<file path="src/rtl/obi_pkg.sv">
// ~~~~~~~~~~~~~~~~~~~~~~~~~~~~~~~~~~~~~~~~~~~~~~~~~~~~~~~~~~~~
// shared types for the banked OBI scratchpad
// 32-bit address and data, four byte lanes
// size code 3 is handled as a word by every user
// ~~~~~~~~~~~~~~~~~~~~~~~~~~~~~~~~~~~~~~~~~~~~~~~~~~~~~~~~~~~~
package obi_pkg;

    localparam int ADDR_W = 32;
    localparam int DATA_W = 32;
    localparam int BE_W   = DATA_W / 8;

    // byte address as seen by the core
    typedef logic [ADDR_W-1:0] addr_t;

    // one full data word
    typedef logic [DATA_W-1:0] data_t;

    // one enable per byte lane
    typedef logic [BE_W-1:0] be_t;

    // access size from the core
    typedef logic [1:0] size_t;

    localparam size_t SIZE_BYTE = 2'd0;
    localparam size_t SIZE_HALF = 2'd1;
    localparam size_t SIZE_WORD = 2'd2;

    // per-bank manager states
    typedef enum logic [1:0] {
        IDLE,
        REQUESTING,
        WAITING,
        DUMPING
    } obi_state_e;

endpackage

</file>
<file path="src/rtl/obi_intf.sv">


// OBI link between a manager and its bank
interface obi_if import obi_pkg::*; ();
    logic  req;
    logic  gnt;
    addr_t addr;
    logic  we;
    be_t   be;
    data_t wdata;
    data_t rdata;
    logic  rvalid;
    logic  err;

    modport manager     (output req, addr, we, be, wdata, input gnt, rdata, rvalid, err);
    modport subordinate (input req, addr, we, be, wdata, output gnt, rdata, rvalid, err);
endinterface

</file>
<file path="src/rtl/obi_sram_bank.sv">
// ~~~~~~~~~~~~~~~~~~~~~~~~~~~~~~~~~~~~~~~~~~~~~~~~~~~~~~~~~~~~
// single-port SRAM behind an OBI subordinate port
// gnt drops only in the cycle rvalid is returned
// bank-select bits are not checked since the router decoded them
// ~~~~~~~~~~~~~~~~~~~~~~~~~~~~~~~~~~~~~~~~~~~~~~~~~~~~~~~~~~~~
module obi_sram_bank import obi_pkg::*; #(
    parameter int NUM_BANKS  = 4,
    parameter int BANK_WORDS = 64,
    localparam int IDX_W  = $clog2(NUM_BANKS),
    localparam int WORD_W = $clog2(BANK_WORDS),
    localparam int TOP_LO = 2 + IDX_W + WORD_W
) (
    input  logic          clk,
    input  logic          rst_n,
    obi_if.subordinate    obi
);

    data_t             mem [BANK_WORDS];
    logic [WORD_W-1:0] word_idx;
    logic              in_range;
    logic              accept;
    logic              rvalid_q;
    data_t             rdata_q;
    logic              err_q;

    // word index sits above the bank bits
    assign word_idx = obi.addr[2 + IDX_W +: WORD_W];
    // anything above the last word of the last bank is out of range
    assign in_range = (obi.addr[ADDR_W-1:TOP_LO] == '0);

    assign obi.gnt = !rvalid_q;
    assign accept  = obi.req && obi.gnt;

    always_ff @(posedge clk) begin
        if (!rst_n) begin
            rvalid_q <= 1'b0;
        end else begin
            rvalid_q <= accept;
        end
    end

    // response data and memory update
    always_ff @(posedge clk) begin
        if (accept) begin
            err_q   <= !in_range;
            // writes and errors return zero
            rdata_q <= (in_range && !obi.we) ? mem[word_idx] : '0;
            if (in_range && obi.we) begin
                for (int b = 0; b < BE_W; b++) begin
                    if (obi.be[b]) begin
                        mem[word_idx][b*8 +: 8] <= obi.wdata[b*8 +: 8];
                    end
                end
            end
        end
    end

    assign obi.rvalid = rvalid_q;
    assign obi.rdata  = rdata_q;
    assign obi.err    = err_q;

    // one transfer in flight so no new request while the response returns
    a_no_req_on_rvalid: assert property (@(posedge clk) disable iff (!rst_n)
        obi.rvalid |-> !obi.req);

endmodule

</file>
<file path="src/flat_wrapper.sv">
// flat-port wrapper written by rule: the top's interface ports become plain ports
module obi_sram_bank_flat import obi_pkg::*;
#(
    parameter int NUM_BANKS  = 4,
    parameter int BANK_WORDS = 64,
    localparam int IDX_W  = $clog2(NUM_BANKS),
    localparam int WORD_W = $clog2(BANK_WORDS),
    localparam int TOP_LO = 2 + IDX_W + WORD_W
)
  (clk, rst_n, obi_req, obi_addr, obi_we, obi_be, obi_wdata, obi_gnt, obi_rdata, obi_rvalid, obi_err);
  obi_if obi_i ();
  input  logic clk;
  input  logic rst_n;
  input wire logic [$bits(obi_i.req)-1:0] obi_req;
  input wire logic [$bits(obi_i.addr)-1:0] obi_addr;
  input wire logic [$bits(obi_i.we)-1:0] obi_we;
  input wire logic [$bits(obi_i.be)-1:0] obi_be;
  input wire logic [$bits(obi_i.wdata)-1:0] obi_wdata;
  output wire logic [$bits(obi_i.gnt)-1:0] obi_gnt;
  output wire logic [$bits(obi_i.rdata)-1:0] obi_rdata;
  output wire logic [$bits(obi_i.rvalid)-1:0] obi_rvalid;
  output wire logic [$bits(obi_i.err)-1:0] obi_err;
  assign obi_i.req = obi_req;
  assign obi_i.addr = obi_addr;
  assign obi_i.we = obi_we;
  assign obi_i.be = obi_be;
  assign obi_i.wdata = obi_wdata;
  assign obi_gnt = obi_i.gnt;
  assign obi_rdata = obi_i.rdata;
  assign obi_rvalid = obi_i.rvalid;
  assign obi_err = obi_i.err;
  obi_sram_bank #(.NUM_BANKS(NUM_BANKS), .BANK_WORDS(BANK_WORDS)) u_core (.clk(clk), .rst_n(rst_n), .obi(obi_i));
endmodule
</file>
<file path="config.mk">
export PLATFORM = sky130hd
export DESIGN_NAME = obi_sram_bank_flat
export DESIGN_NICKNAME = d
export VERILOG_FILES = /design/src/rtl/obi_pkg.sv /design/src/rtl/obi_intf.sv /design/src/rtl/obi_sram_bank.sv /design/src/flat_wrapper.sv
export SDC_FILE = /design/constraint.sdc
export NUM_CORES = 2
export LEC_CHECK = 0
export ABC_CLOCK_PERIOD_IN_PS = 3660
export BUFFER_PORTS_ARGS = -buffer_cell sky130_fd_sc_hd__buf_4
export CORE_ASPECT_RATIO = 1.1
export CORE_MARGIN = 3
export CORE_UTILIZATION = 56
export DETAILED_ROUTE_END_ITERATION = 10
export GPL_ROUTABILITY_DRIVEN = 0
export PLACE_DENSITY_LB_ADDON = 0.08
export SLEW_MARGIN = 0
export SYNTH_ARGS = -nofsm -noshare
export SYNTH_HDL_FRONTEND = slang
export SYNTH_SLANG_ARGS = --single-unit
export TNS_END_PERCENT = 50
</file>
<file path="constraint.sdc">
create_clock -name clk -period 3.66 [get_ports clk]
set_input_delay 0.549 -clock clk [delete_from_list [all_inputs] [get_ports clk]]
set_output_delay 0.549 -clock clk [all_outputs]
set_load 0.005 [all_outputs]
</file>
After elaboration in Yosys (flattened, before gate mapping)
Memory sizes are Yosys's and may differ from the RTL's. A register that Yosys moved wholly into a read port is not among the register bits.
Cells that the tools add are included.

storage, ports and cells
  memories kept = 1
  output and inout port bits = 35
  input bits = 72
  register bits = 2
  RAM bits = 2048

cells by class
  reductions and logical operators = 8
  mux-type cells = 16

memory list
  memory      depth  bits a word  rd ports  clocked after Yosys merged registers in  wr ports  line                 source
  u_core.mem  64     32           1         1                                        1         obi_sram_bank.sv:18  data_t mem [BANK_WORDS];

operators with widths
  cell                number
  22-bit logical NOT  1
  1-bit two-way mux   16
  1-bit logical NOT   4
  1-bit logical AND   3

Depth between registers and ports, before layout
  word-level depth = 5
  depth in mapped cells = 10
  gate-level depth less buffers = 6

Least setup slack after synthesis
Ideal clock, no wire load.

  kind = input to register
  from = in obi_req
  to = mem u_core.mem[10][0] (netlist name), enable pin
  path slack = -43 ps
  path buffers = 1
  arrival = 3333 ps
  stages = 6
  required time = 3290 ps
  path through = nor2b_1 > nand2_1 > nor2_1 > nand2_2 > buf_6 > nor2_1

on the way
  longest elaborated chain between the ends = 3

RTL lines
  item                                     line                 source
  from (decl)                              flat_wrapper.sv:14   input wire logic [$bits(obi_i.req)-1:0] obi_req;
  1-bit logical AND                        obi_sram_bank.sv:32  assign accept = obi.req && obi.gnt;
  1-bit two-way mux                        obi_sram_bank.sv:44  if (accept) begin
  1-bit two-way mux (implied by the code)  obi_sram_bank.sv:51  mem[word_idx][b*8 +: 8] <= obi.wdata[b*8 +: 8];
  to (decl)                                obi_sram_bank.sv:18

Every way passes these cells.

Worst setup path in the final report
  from = in obi_addr[5]
  to = mem u_core.mem[1][26] (netlist name), enable pin

RTL lines
  item         line                source
  from (decl)  flat_wrapper.sv:15  input wire logic [$bits(obi_i.addr)-1:0] obi_addr;

Straight into the memory's write port.

==> flow_summary.yaml <==
clock_network:
  path_clk_slew_ns: 0.06
  htreeDepth: 4
  root_buffer: "clkbuf_16"
  tritoncts.num_buffers: 198
  cts_tree: "built"
  clock_sinks: 2082
  clock_path_buffers: 3
  clk_latency_ns: 0.84
routing:
  num_vias: 49100
  ant_nets: 0
  drc: 0
  wl_per_cell_um: 34.6
  drtIter0Drc: 7782
  drt-total-wl_mm: 247
  vias_per_cell: 6.87
  firstDrtPassIters: 9
global_route:
  grt_max_degree: 76
  grt_pass1_vias: 46300
  antenna_found_initial: 24
  grt_usage_pct: 33.0
  gr-total-overflow: 0
  grt_pass1_wl_mm: 347
floorplan:
  fp-row-count: 145
  start_util_pct: 56.4
  io_pins: 107
  dieHeight_um: 403
  chipWidth_um: 367
  die_area_sq_um: 148000
  core-area_sq_um: 142000
layout:
  area_growth_pct: 14.4
  layout.nets: 5124
  fin_cells: 7142
  drive_gt1_share_pct: 19.1
  mostFrequentLayoutCells: "edfxtp_1, buf_4, a221oi_1"
  final_area_sq_um: 91800
  final_common_cell: "edfxtp_1"
power_and_ir_drop:
  vdd_ir_drop_max_mv: 0.511
  p_int_mw: 38.3
  p_leak_nw: 28.9
  p_per_area_nw_per_um2: 532
  design_power_total_mw: 48.8
  comb_power_share_pct: 5.4
  clkPwrFrac_pct: 40.8
  p_sw_mw: 10.6
  swShare_pct: 21.6
  pwr-share-seq_pct: 53.7
placed_design:
  place_ws_ns: 0.157
  io_buffers: 102
  place_area_sq_um: 85500
  place_hpwl_mm: 156
  placedCellCount: 6762
timing:
  finalClockSkew_ns: 0.0279
  setup_ws_ns: 0.821
  finalHoldViolCount: 0
  worst_pin_slew_ns: 1.01
  slew_headroom_pct: 32.2
  tns_ns: 0
  max_freq_mhz: 352
  setup_violations: 0
  fin_crit_sh_pct: 77.6
  drv_slew: 0
  fin_crit_ns: 2.84
  rsz0062_at_grt: "false"
critical_path:
  slowest_stage: "nand2_1"
  slowest_delay_ns: 0.84
  critPathCaptureType: "flop"
  worstPathMaxFanout: 59
  start_kind: "primary input"
  path_cells: "buf_8, buf_12, nand2b_1, nor2_1, nand2_1, nor2_1, buf_4"
  crit_buf_inv: 3
  path_class: "primary input to flop"
  cp.arrival_ns: 3.36
  crit_family: "simple AND/OR/NAND/NOR gates"
  crit_required_ns: 4.19
  critPathMostFrequentCell: "nor2_1"
logic_synthesis:
  synth_fp_nets: 4766
  syn_inst: 4694
  seq_area_frac_synth_pct: 77.9
  synth.ff_latch_count: 2082
  syn-cell-area_sq_um: 80300
  synth_area_per_cell_sq_um: 17.1
  yosysWarnings: 0
  ys_types: 62
  async_reset_ff_share_pct: 0
  synthFlopType: "edfxtp_1"
  synth-edff-count: 2081
run_status:
  outcome: "complete, no violations"
job:
  drv_cap: 0
hold_path:
  min_path_type: "primary input to flop"
[power by group through the flow]
stage               clock [mW]  combinational, mW  sequential (mW)
global route              21.0               2.79             26.2
floorplan                    0               1.26             26.8
CTS                       20.1               2.63             26.3
detailed placement           0               2.62             26.8
global placement             0               2.58             26.8
finish                    19.9               2.66             26.3
[metal layers]
metal  wire [um]  GRT usage [%]  vias up  share of wire (%)
met4       11400           14.2        8                4.6
met3       28100           7.64      492                 11
met1       93400           46.0    25100                 38
met5          57              0        -              0.023
li1            -              -    20200                  -
met2      114000           50.3     3276                 46
[metrics by stage]
step	hold WS (ns)	util [%]
global route	0.143	64.5
floorplan	0.648	-
global placement	0.722	60.1
detailed placement	0.736	60.1
finish	0.143	64.5
CTS	0.0965	64.5
[path summary, 6_finish.rpt]
path	start	endpoint	slack, ns	cells past startpoint
setup / recovery	obi_addr[5]	u_core.mem[1][26]	0.82	7
hold / removal	obi_addr[31]	u_core.obi.err	0.14	4
setup reg to reg	u_core.obi.rvalid	u_core.mem[59][27]	1.15	8
hold reg to reg	u_core.mem[52][28]	u_core.obi.rdata[28]	0.78	3
[cells in the mapped netlist (all sizes together), types with 2 or more instances]
library cell,number,share of area (%)
o2bb2ai,16,0.17
or3,5,0.039
nor3,51,0.34
o221ai,23,0.25
a31oi,9,0.070
a221o,18,0.22
inv,3,0.014
and2,5,0.042
o2111a,5,0.070
edfxtp,2081,78
a22o,19,0.21
nor4,11,0.086
nor2b,7,0.064
o22ai,124,0.97
o32ai,2,0.022
nor2,395,1.8
nor3b,2,0.019
or2,2,0.016
o211ai,3,0.028
nand4,9,0.070
a21oi,85,0.53
nor4b,4,0.044
buf,236,1.8
o31a,13,0.14
a41oi,10,0.11
mux2,132,1.9
nand2,103,0.49
a22oi,314,2.9
o21a,6,0.056
clkbuf,151,0.71
a221oi,486,5.3
or3b,2,0.022
o211a,9,0.11
o21ai,159,0.99
mux4,19,0.53
nand2b,2,0.016
o31ai,3,0.028
a32oi,8,0.087
nand3,19,0.12
nand3b,12,0.11
and3b,2,0.022
mux2i,106,1.3
o22a,10,0.11
a211oi,5,0.047
[registers in the layout, summed over array words and instances, names as in the netlist]
| register | cells |
|---|---|
| u_core.mem | 2048 |
| u_core.obi.rdata | 32 |
| u_core.obi.rvalid | 1 |
| u_core.obi.err | 1 |
[kinds of logic (layout without fill, tap and decap cells)]
kind of cell	count (synthesis)	in the layout	share of synthesized area (%)
AO/OA/AOI/OAI	1331	1331	12.5
other	0	21	0
buffers and inverters	390	906	2.54
AND/OR/NAND/NOR	634	634	3.37
flip-flops	2082	2082	77.9
multiplexers	257	257	3.71
[worst min-delay path, stage by stage]
cell and delay (ns):
buf_4 0.08, nor4_1 0.04, nand2_1 0.05, or2_2 0.13
[what timing repair did]
item / 4_1_cts / 5_1_grt
hold buffers: 1 / 0
resized for setup: 0 / 0
setup buffers: 0 / 0
endpoints found under the hold margin: 1 / 0
[layout make-up]
| cell class | instances | area (sq um) |
|---|---|---|
| clock inverter | 106 | 940 |
| sequential | 2082 | 62500 |
| inverter | 3 | 21.3 |
| timing repair buffer | 545 | 4790 |
| fill | 10000 | 50400 |
| tap | 1911 | 2390 |
| antenna | 21 | 52.6 |
| multi-input combinational | 2222 | 15800 |
| clock buffer | 252 | 5260 |
No activity file was read; power rests on OpenSTA's default activity.
