`config.mk`:
```
export PLATFORM = sky130hd
export DESIGN_NAME = obi_manager_flat
export DESIGN_NICKNAME = d
export VERILOG_FILES = /design/src/rtl/obi_pkg.sv /design/src/rtl/obi_intf.sv /design/src/rtl/obi_manager.sv /design/src/flat_wrapper.sv
export SDC_FILE = /design/constraint.sdc
export NUM_CORES = 1
export LEC_CHECK = 0
export BUFFER_PORTS_ARGS = -buffer_cell sky130_fd_sc_hd__buf_2
export CORE_ASPECT_RATIO = 1.5
export CORE_MARGIN = 2
export CORE_UTILIZATION = 42
export DETAILED_ROUTE_END_ITERATION = 10
export GPL_TIMING_DRIVEN = 1
export PLACE_DENSITY = 0.77
export SLEW_MARGIN = 40
export SYNTH_ARGS = -nofsm -noshare
export SYNTH_HDL_FRONTEND = slang
export SYNTH_SLANG_ARGS = --single-unit
```
`constraint.sdc`:
```
create_clock -name clk -period 2.8 [get_ports clk]
set_input_delay 0.56 -clock clk [delete_from_list [all_inputs] [get_ports clk]]
set_output_delay 0.56 -clock clk [all_outputs]
set_load 0.01 [all_outputs]
```
`src/rtl/obi_pkg.sv`:
```
// ~~~~~~~~~~~~~~~~~~~~~~~~~~~~~~~~~~~~~~~~~~~~~~~~~~~~~~~~~~~~
// shared types for the banked OBI scratchpad
// 32-bit address and data, four byte lanes
// size code 3 is handled as a word by every user
// ~~~~~~~~~~~~~~~~~~~~~~~~~~~~~~~~~~~~~~~~~~~~~~~~~~~~~~~~~~~~
package obi_pkg;

    localparam int ADDR_W = 32;
    localparam int DATA_W = 32;
    localparam int BE_W   = DATA_W / 8;

    // byte address as seen by the core
    typedef logic [ADDR_W-1:0] addr_t;

    // one full data word
    typedef logic [DATA_W-1:0] data_t;

    // one enable per byte lane
    typedef logic [BE_W-1:0] be_t;

    // access size from the core
    typedef logic [1:0] size_t;

    localparam size_t SIZE_BYTE = 2'd0;
    localparam size_t SIZE_HALF = 2'd1;
    localparam size_t SIZE_WORD = 2'd2;

    // per-bank manager states
    typedef enum logic [1:0] {
        IDLE,
        REQUESTING,
        WAITING,
        DUMPING
    } obi_state_e;

endpackage

```
`src/rtl/obi_intf.sv`:
```
// ~~~~~~~~~~~~~~~~~~~~~~~~~~~~~~~~~~~~~~~~~~~~~~~~~~~~~~~~~~~~
// internal links of the scratchpad
// no clock inside, users sample on their own clk
// ~~~~~~~~~~~~~~~~~~~~~~~~~~~~~~~~~~~~~~~~~~~~~~~~~~~~~~~~~~~~

// router to manager, one per bank
interface core_req_if import obi_pkg::*; ();
    logic  valid;
    logic  ready;
    addr_t addr;
    logic  we;
    be_t   be;
    data_t wdata;

    modport router  (output valid, addr, we, be, wdata, input ready);
    modport manager (input valid, addr, we, be, wdata, output ready);
endinterface

// manager to merger, one per bank
interface core_resp_if import obi_pkg::*; ();
    logic  valid;
    logic  ready;
    data_t rdata;
    logic  err;

    modport source (output valid, rdata, err, input ready);
    modport sink   (input valid, rdata, err, output ready);
endinterface

// OBI link between a manager and its bank
interface obi_if import obi_pkg::*; ();
    logic  req;
    logic  gnt;
    addr_t addr;
    logic  we;
    be_t   be;
    data_t wdata;
    data_t rdata;
    logic  rvalid;
    logic  err;

    modport manager     (output req, addr, we, be, wdata, input gnt, rdata, rvalid, err);
    modport subordinate (input req, addr, we, be, wdata, output gnt, rdata, rvalid, err);
endinterface

```
`src/rtl/obi_manager.sv`:
```
// ~~~~~~~~~~~~~~~~~~~~~~~~~~~~~~~~~~~~~~~~~~~~~~~~~~~~~~~~~~~~
// OBI manager, one outstanding transfer at a time
// ready toward the router only in IDLE
// response is held in DUMPING until the merger takes it
// ~~~~~~~~~~~~~~~~~~~~~~~~~~~~~~~~~~~~~~~~~~~~~~~~~~~~~~~~~~~~
module obi_manager import obi_pkg::*; (
    input  logic        clk,
    input  logic        rst_n,
    core_req_if.manager req,
    core_resp_if.source resp,
    obi_if.manager      obi
);

    obi_state_e state_q;
    obi_state_e state_d;

    // address phase copy for replay in REQUESTING
    addr_t addr_q;
    logic  we_q;
    be_t   be_q;
    data_t wdata_q;

    // captured response for DUMPING
    data_t rdata_q;
    logic  err_q;

    always_comb begin
        state_d    = state_q;
        req.ready  = 1'b0;
        resp.valid = 1'b0;
        resp.rdata = rdata_q;
        resp.err   = err_q;
        obi.req    = 1'b0;
        obi.addr   = addr_q;
        obi.we     = we_q;
        obi.be     = be_q;
        obi.wdata  = wdata_q;

        case (state_q)
            IDLE: begin
                // straight through, no extra cycle on a free bank
                req.ready = 1'b1;
                obi.req   = req.valid;
                obi.addr  = req.addr;
                obi.we    = req.we;
                obi.be    = req.be;
                obi.wdata = req.wdata;
                if (req.valid) begin
                    state_d = obi.gnt ? WAITING : REQUESTING;
                end
            end
            REQUESTING: begin
                // replay registered phase until grant
                obi.req = 1'b1;
                if (obi.gnt) begin
                    state_d = WAITING;
                end
            end
            WAITING: begin
                // rvalid is offered to the merger in the same cycle
                if (obi.rvalid) begin
                    resp.valid = 1'b1;
                    resp.rdata = obi.rdata;
                    resp.err   = obi.err;
                    state_d    = resp.ready ? IDLE : DUMPING;
                end
            end
            DUMPING: begin
                resp.valid = 1'b1;
                if (resp.ready) begin
                    state_d = IDLE;
                end
            end
            default: state_d = IDLE;
        endcase
    end

    always_ff @(posedge clk) begin
        if (!rst_n) begin
            state_q <= IDLE;
        end else begin
            state_q <= state_d;
        end
    end

    // payload registers
    always_ff @(posedge clk) begin
        if (state_q == IDLE && req.valid) begin
            addr_q  <= req.addr;
            we_q    <= req.we;
            be_q    <= req.be;
            wdata_q <= req.wdata;
        end
        if (state_q == WAITING && obi.rvalid) begin
            rdata_q <= obi.rdata;
            err_q   <= obi.err;
        end
    end

    // OBI rule, request and address phase held until grant
    a_req_stable: assert property (@(posedge clk) disable iff (!rst_n)
        (obi.req && !obi.gnt) |=> (obi.req && $stable(obi.addr) && $stable(obi.we)
                                   && $stable(obi.be) && $stable(obi.wdata)));

    // bank answers only what this manager issued
    a_no_stray_rvalid: assert property (@(posedge clk) disable iff (!rst_n)
        !(state_q == IDLE && obi.rvalid));

endmodule

```
`src/flat_wrapper.sv`:
```
// flat-port wrapper written by rule: the top's interface ports become plain ports
module obi_manager_flat import obi_pkg::*;
  (clk, rst_n, req_valid, req_addr, req_we, req_be, req_wdata, req_ready, resp_valid, resp_rdata, resp_err, resp_ready, obi_req, obi_addr, obi_we, obi_be, obi_wdata, obi_gnt, obi_rdata, obi_rvalid, obi_err);
  core_req_if req_i ();
  core_resp_if resp_i ();
  obi_if obi_i ();
  input  logic clk;
  input  logic rst_n;
  input wire logic [$bits(req_i.valid)-1:0] req_valid;
  input wire logic [$bits(req_i.addr)-1:0] req_addr;
  input wire logic [$bits(req_i.we)-1:0] req_we;
  input wire logic [$bits(req_i.be)-1:0] req_be;
  input wire logic [$bits(req_i.wdata)-1:0] req_wdata;
  output wire logic [$bits(req_i.ready)-1:0] req_ready;
  output wire logic [$bits(resp_i.valid)-1:0] resp_valid;
  output wire logic [$bits(resp_i.rdata)-1:0] resp_rdata;
  output wire logic [$bits(resp_i.err)-1:0] resp_err;
  input wire logic [$bits(resp_i.ready)-1:0] resp_ready;
  output wire logic [$bits(obi_i.req)-1:0] obi_req;
  output wire logic [$bits(obi_i.addr)-1:0] obi_addr;
  output wire logic [$bits(obi_i.we)-1:0] obi_we;
  output wire logic [$bits(obi_i.be)-1:0] obi_be;
  output wire logic [$bits(obi_i.wdata)-1:0] obi_wdata;
  input wire logic [$bits(obi_i.gnt)-1:0] obi_gnt;
  input wire logic [$bits(obi_i.rdata)-1:0] obi_rdata;
  input wire logic [$bits(obi_i.rvalid)-1:0] obi_rvalid;
  input wire logic [$bits(obi_i.err)-1:0] obi_err;
  assign req_i.valid = req_valid;
  assign req_i.addr = req_addr;
  assign req_i.we = req_we;
  assign req_i.be = req_be;
  assign req_i.wdata = req_wdata;
  assign req_ready = req_i.ready;
  assign resp_valid = resp_i.valid;
  assign resp_rdata = resp_i.rdata;
  assign resp_err = resp_i.err;
  assign resp_i.ready = resp_ready;
  assign obi_req = obi_i.req;
  assign obi_addr = obi_i.addr;
  assign obi_we = obi_i.we;
  assign obi_be = obi_i.be;
  assign obi_wdata = obi_i.wdata;
  assign obi_i.gnt = obi_gnt;
  assign obi_i.rdata = obi_rdata;
  assign obi_i.rvalid = obi_rvalid;
  assign obi_i.err = obi_err;
  obi_manager u_core (.clk(clk), .rst_n(rst_n), .req(req_i), .resp(resp_i), .obi(obi_i));
endmodule
```
# Word-level counts from Yosys, hierarchy flattened
# Cells that the tools add are included.
dict set report classes {
  n_eq_ne 7
  n_reduce_logical 4
  muxes 19
}
# operator n
set op_table {}
lappend op_table {{two-way mux 32 bit} 4}
lappend op_table {{two-way mux 2 bit} 6}
lappend op_table {{inequality test 2 bit (second input constant)} 4}
lappend op_table {{case mux 2 bit (4 select lines)} 1}
lappend op_table {{two-way mux 1 bit} 5}
lappend op_table {{equality test 2 bit (second input constant)} 2}
lappend op_table {{two-way mux 4 bit} 1}
lappend op_table {{case mux 1 bit (2 select lines)} 2}
lappend op_table {{AND reduction 4 bit} 1}
lappend op_table {{equality test 2 x 1 -> 1 bit (second input constant)} 1}
lappend op_table {{logical AND 1 bit} 2}
lappend op_table {{zero test 2 bit} 1}
dict set report totals {
  reg_bits 104
  out_inout_bits 105
}

# Longest topological paths before layout
dict set report logic_depth {
  depth_word 3
  ltp_mapped 4
  mapped_depth_nobuf 3
}

# Worst setup path after synthesis
# Ideal clock, no wire load.
dict set report synth_path {
  path_type {flip-flop to flip-flop}
  start {register u_core.state_q[1]}
  end {register u_core.addr_q[0] (enable)}
  path_stages_with_launch 5
  arrival_time_ps 2473
  setup_slack_ps -108
  required_time_ps 2365
  setup_time_ps 435
  path_cell_list {dfxtp_1 > buf_2 > nor2_4 > buf_4 > and2_1}
}
dict set report synth_between {
  elab_chain_len 2
}
# item line_no
set synth_rtl {}
lappend synth_rtl {{start, declared} obi_manager.sv:14} ;# obi_state_e state_q;
lappend synth_rtl {{start signal, assigned} obi_manager.sv:82} ;# state_q <= state_d;
lappend synth_rtl {{zero test 2 bit} obi_manager.sv:88} ;# if (state_q == IDLE && req.valid) begin
lappend synth_rtl {{logical AND 1 bit} obi_manager.sv:88}
lappend synth_rtl {{end signal, assigned} obi_manager.sv:89} ;# addr_q <= req.addr;
lappend synth_rtl {{end, declared} obi_manager.sv:18} ;# addr_t addr_q;
# Every way passes these cells.
# A chain may end at the register's enable or synchronous reset.

# Final worst setup path
dict set report layout_path {
  start {register u_core.state_q[1]}
  end {output port resp_rdata[12]}
}
dict set report layout_between {
  elab_chain_len 2
}
# item line_no
set layout_rtl {}
lappend layout_rtl {{equality test 2 bit} obi_manager.sv:39} ;# case (state_q)
lappend layout_rtl {{two-way mux 32 bit} obi_manager.sv:39}
lappend layout_rtl {{end, declared} flat_wrapper.sv:16} ;# output wire logic [$bits(resp_i.rdata)-1:0] resp_rdata;
# Every way passes these cells.

==> metrics.md <==
| Metric | Value |
|---|---|
| Root Driver | clkbuf_16 |
| TritonCTS clock tree | yes |
| RSZ-0062 raised after global routing | false |
| Nature of the critical path endpoint | output pin |
| Most frequent cells in the layout | buf_2 (212), edfxtp_1 (102), mux2_2 (67), mux2_1 (35), clkbuf_16 (9) |
| Post-DR vias/cell | 4.81 |
| Post-CTS Setup Bufs | 0 |
| CP Launch Type | register |
| Sequential share of the synthesized area | 0.699 |
| Area delta synth->final | 33.3% |
| End of the worst register-to-register path | u_core.rdata_q[8]$_DFFE_PP_ |
| Worst Path Arrival | 1.95 ns |
| Layout cells sized above 1 | 0.667 |
| GPL Wtd Cong | 0.742 |
| Peak supply drop | 0.000321 V |
| Worst Hold Class | in -> reg |
| Commonest non-fill, non-tap cell in the layout | buf_2 |
| Static leakage | 0.00245 uW |
| Setup Crit Path Kind | reg -> out |
| Initial antenna violation count | 0 |
| Warnings, synthesis | 0 |
| Outcome | finished, final reports clean |
| Placed wire-length estimate | 6.60 mm |
| Synth Net Count | 339 |
| Top-area cell type share of the netlist area | 0.690 |
| Core footprint | 0.0104 mm^2 |
| Crit-path max FO | 34 |
| Seq cells post-synth | 104 |
| Crit path largest cell delay | 0.55 ns |
| Measured slew at the worst slew-check pin | 0.474 ns |
| Io pins | 213 |
| Top cell family by delay on the critical path | flip-flops |
| Largest net degree at the start of global routing | 72 |
| Yosys top cell by area | edfxtp_1 |
| Port bufs | 212 |
| NumNets Final | 554 |
| Worst EP required | 2.24 ns |
| Post-cts sizing count | 0 |
| CP cell instances | nand3b_4 -> mux2_1 -> buf_2 |
| CTS HTree Levels | 3 |
| Height of the die | 130 um |
| Max_slew headroom | 0.684 |
| Maximum buffer depth of the clock tree | 2 |
| Hold_sp | obi_rdata[26] |
| Drt total wl | 9.08 mm |
| Post-Synthesis Cells | 231 |
| Clk sinks | 104 |
| Slowest CP cell | dfxtp_1 |
| Core Util, Final | 0.568 |
| Fillers | 827 |
| Critical R2R Launch | u_core.state_q[1]$_SDFFE_PN0P_ |
| DRC errors left | 0 |
| Avg Cell Area, Syn | 19.2 um^2 |
| Worst hold path depth | 1 |
| Pwr/cell area | 614 mW/mm^2 |
| Final hold violation count | 0 |
| Worst Path Buf+Inv | 1 |
| Main flop type after synthesis | edfxtp_1 |
| Final setup TNS | 0 ns |
| Diode count | 0 |
| Post-synth EDFFs | 102 |
| Flop-to-flop setup slack | 0.79 ns |
| Final Cycle Share | 0.898 |
| Width of the die | 87.9 um |
| Vias in the first global route | 2793 |
| Antenna Nets Post-Route | 0 |
| Setup-failing EPs final | 0 |
| Inserted Clock Buffers | 9 |
| Post-synthesis async set-or-reset flop share | 0 |
| First-pass GRT wire length | 13.2 mm |
| Min Tclk post-route | 2.51 ns |
| Total track usage | 0.150 |
| Mapped Area | 0.00444 mm^2 |
| Initial DRC Count | 92 |
| Netlist cell types | 17 |
| Effective utilization at floorplan | 0.426 |
| Worst reg2reg path depth | 3 |
| Achievable clock frequency | 0.398 GHz |
| Routed WL per cell | 15.3 um |
| Clock slew at reported path FFs | 0.08 ns |
| Ranking of synthesized cells by area | edfxtp_1 (69%), mux2_2 (17%), mux2_1 (8.9%) |
| Skew final | 0.00670 ns |
| Slew Limit Fails | 0 |
| Clock Latency Late Sink | 0.34 ns |
| GRT overflow | 0 |
| Max cap viols | 0 |
| Vias | 2859 |
| Post-CTS Hold Fix Bufs | 0 |
| Hold path endpoint | u_core.rdata_q[26]$_DFFE_PP_ |
| Die area | 0.0114 mm^2 |
| FP Rows | 46 |
| 1st-pass router iterations | 4 |
cell usage after synthesis (2+ instances only):
library cell  count
nand2b_1          2
nor2_1            2
buf_4             7
buf_6             3
mux2_1           35
dfxtp_1           2
o21ai_0           2
mux2_2           67
edfxtp_1        102
inv_1             2
through the flow:
| stage | instance area [um^2] | total power [uW] | setup slack [ns] | cells | hold WS [ns] |
|---|---|---|---|---|---|
| floorplan | 4440 | 2220 | 0.649 | 231 | 0.615 |
| global placement | 5640 | 2480 | 0.575 | 579 | 0.669 |
| detailed placement | 5640 | 2490 | 0.541 | 579 | 0.684 |
| CTS | 5920 | 3680 | 0.257 | 595 | 0.388 |
| global route | 5920 | 3780 | 0.163 | 595 | 0.390 |
| finish | 5920 | 3630 | 0.287 | 595 | 0.403 |
report_power, final:
group          total (uW)  internal (uW)  switching [uW]
logic                 602            300             303
registers            1850           1820            27.5
clock network        1180            614             570
flip-flops by register name, indices dropped and copies added (netlist names):
name / cells
u_core.addr_q: 32
u_core.wdata_q: 32
u_core.rdata_q: 32
u_core.state_q: 2
u_core.be_q: 4
u_core.we_q: 1
u_core.err_q: 1
metal layers:
layer	up-vias	track usage	wire length, um
met4	0	0.0724	195
met2	144	0.258	4560
met5	-	0	0
met3	15	0.0297	693
met1	1358	0.177	3630
li1	1342	-	-
logic make-up after synthesis:
family                 synth area share
AOI/OAI and AO/OA               0.00592
buffers and inverters            0.0223
muxes                             0.259
DFF                               0.699
and+or+nand+nor                  0.0141
worst max path at each step:
stage	startpoint	end	slack, ns	cells past startpoint
3_5_place_dp	obi_rvalid	resp_rdata[12]	0.54	4
2_1_floorplan	u_core.state_q[1]$_SDFFE_PN0P_	u_core.addr_q[0]$_DFFE_PP_	0.65	4
6_report	u_core.state_q[1]$_SDFFE_PN0P_	resp_rdata[12]	0.29	3
3_3_place_gp	obi_rvalid	resp_rdata[7]	0.57	4
5_1_grt	u_core.state_q[1]$_SDFFE_PN0P_	resp_rdata[7]	0.16	3
4_1_cts	u_core.state_q[1]$_SDFFE_PN0P_	resp_rdata[12]	0.26	3
final cells by class:
class / count / area [um^2] / share of cell area
inverter: 2 / 7.51 / 0.00127
clock inverter: 7 / 55.1 / 0.00930
multi-input combinational: 114 / 1240 / 0.209
sequential: 104 / 3100 / 0.524
timing repair buffer: 215 / 1110 / 0.187
tap: 144 / 180 / 0.0304
clock buffer: 9 / 225 / 0.0381
(Power assumes the default switching activity.)
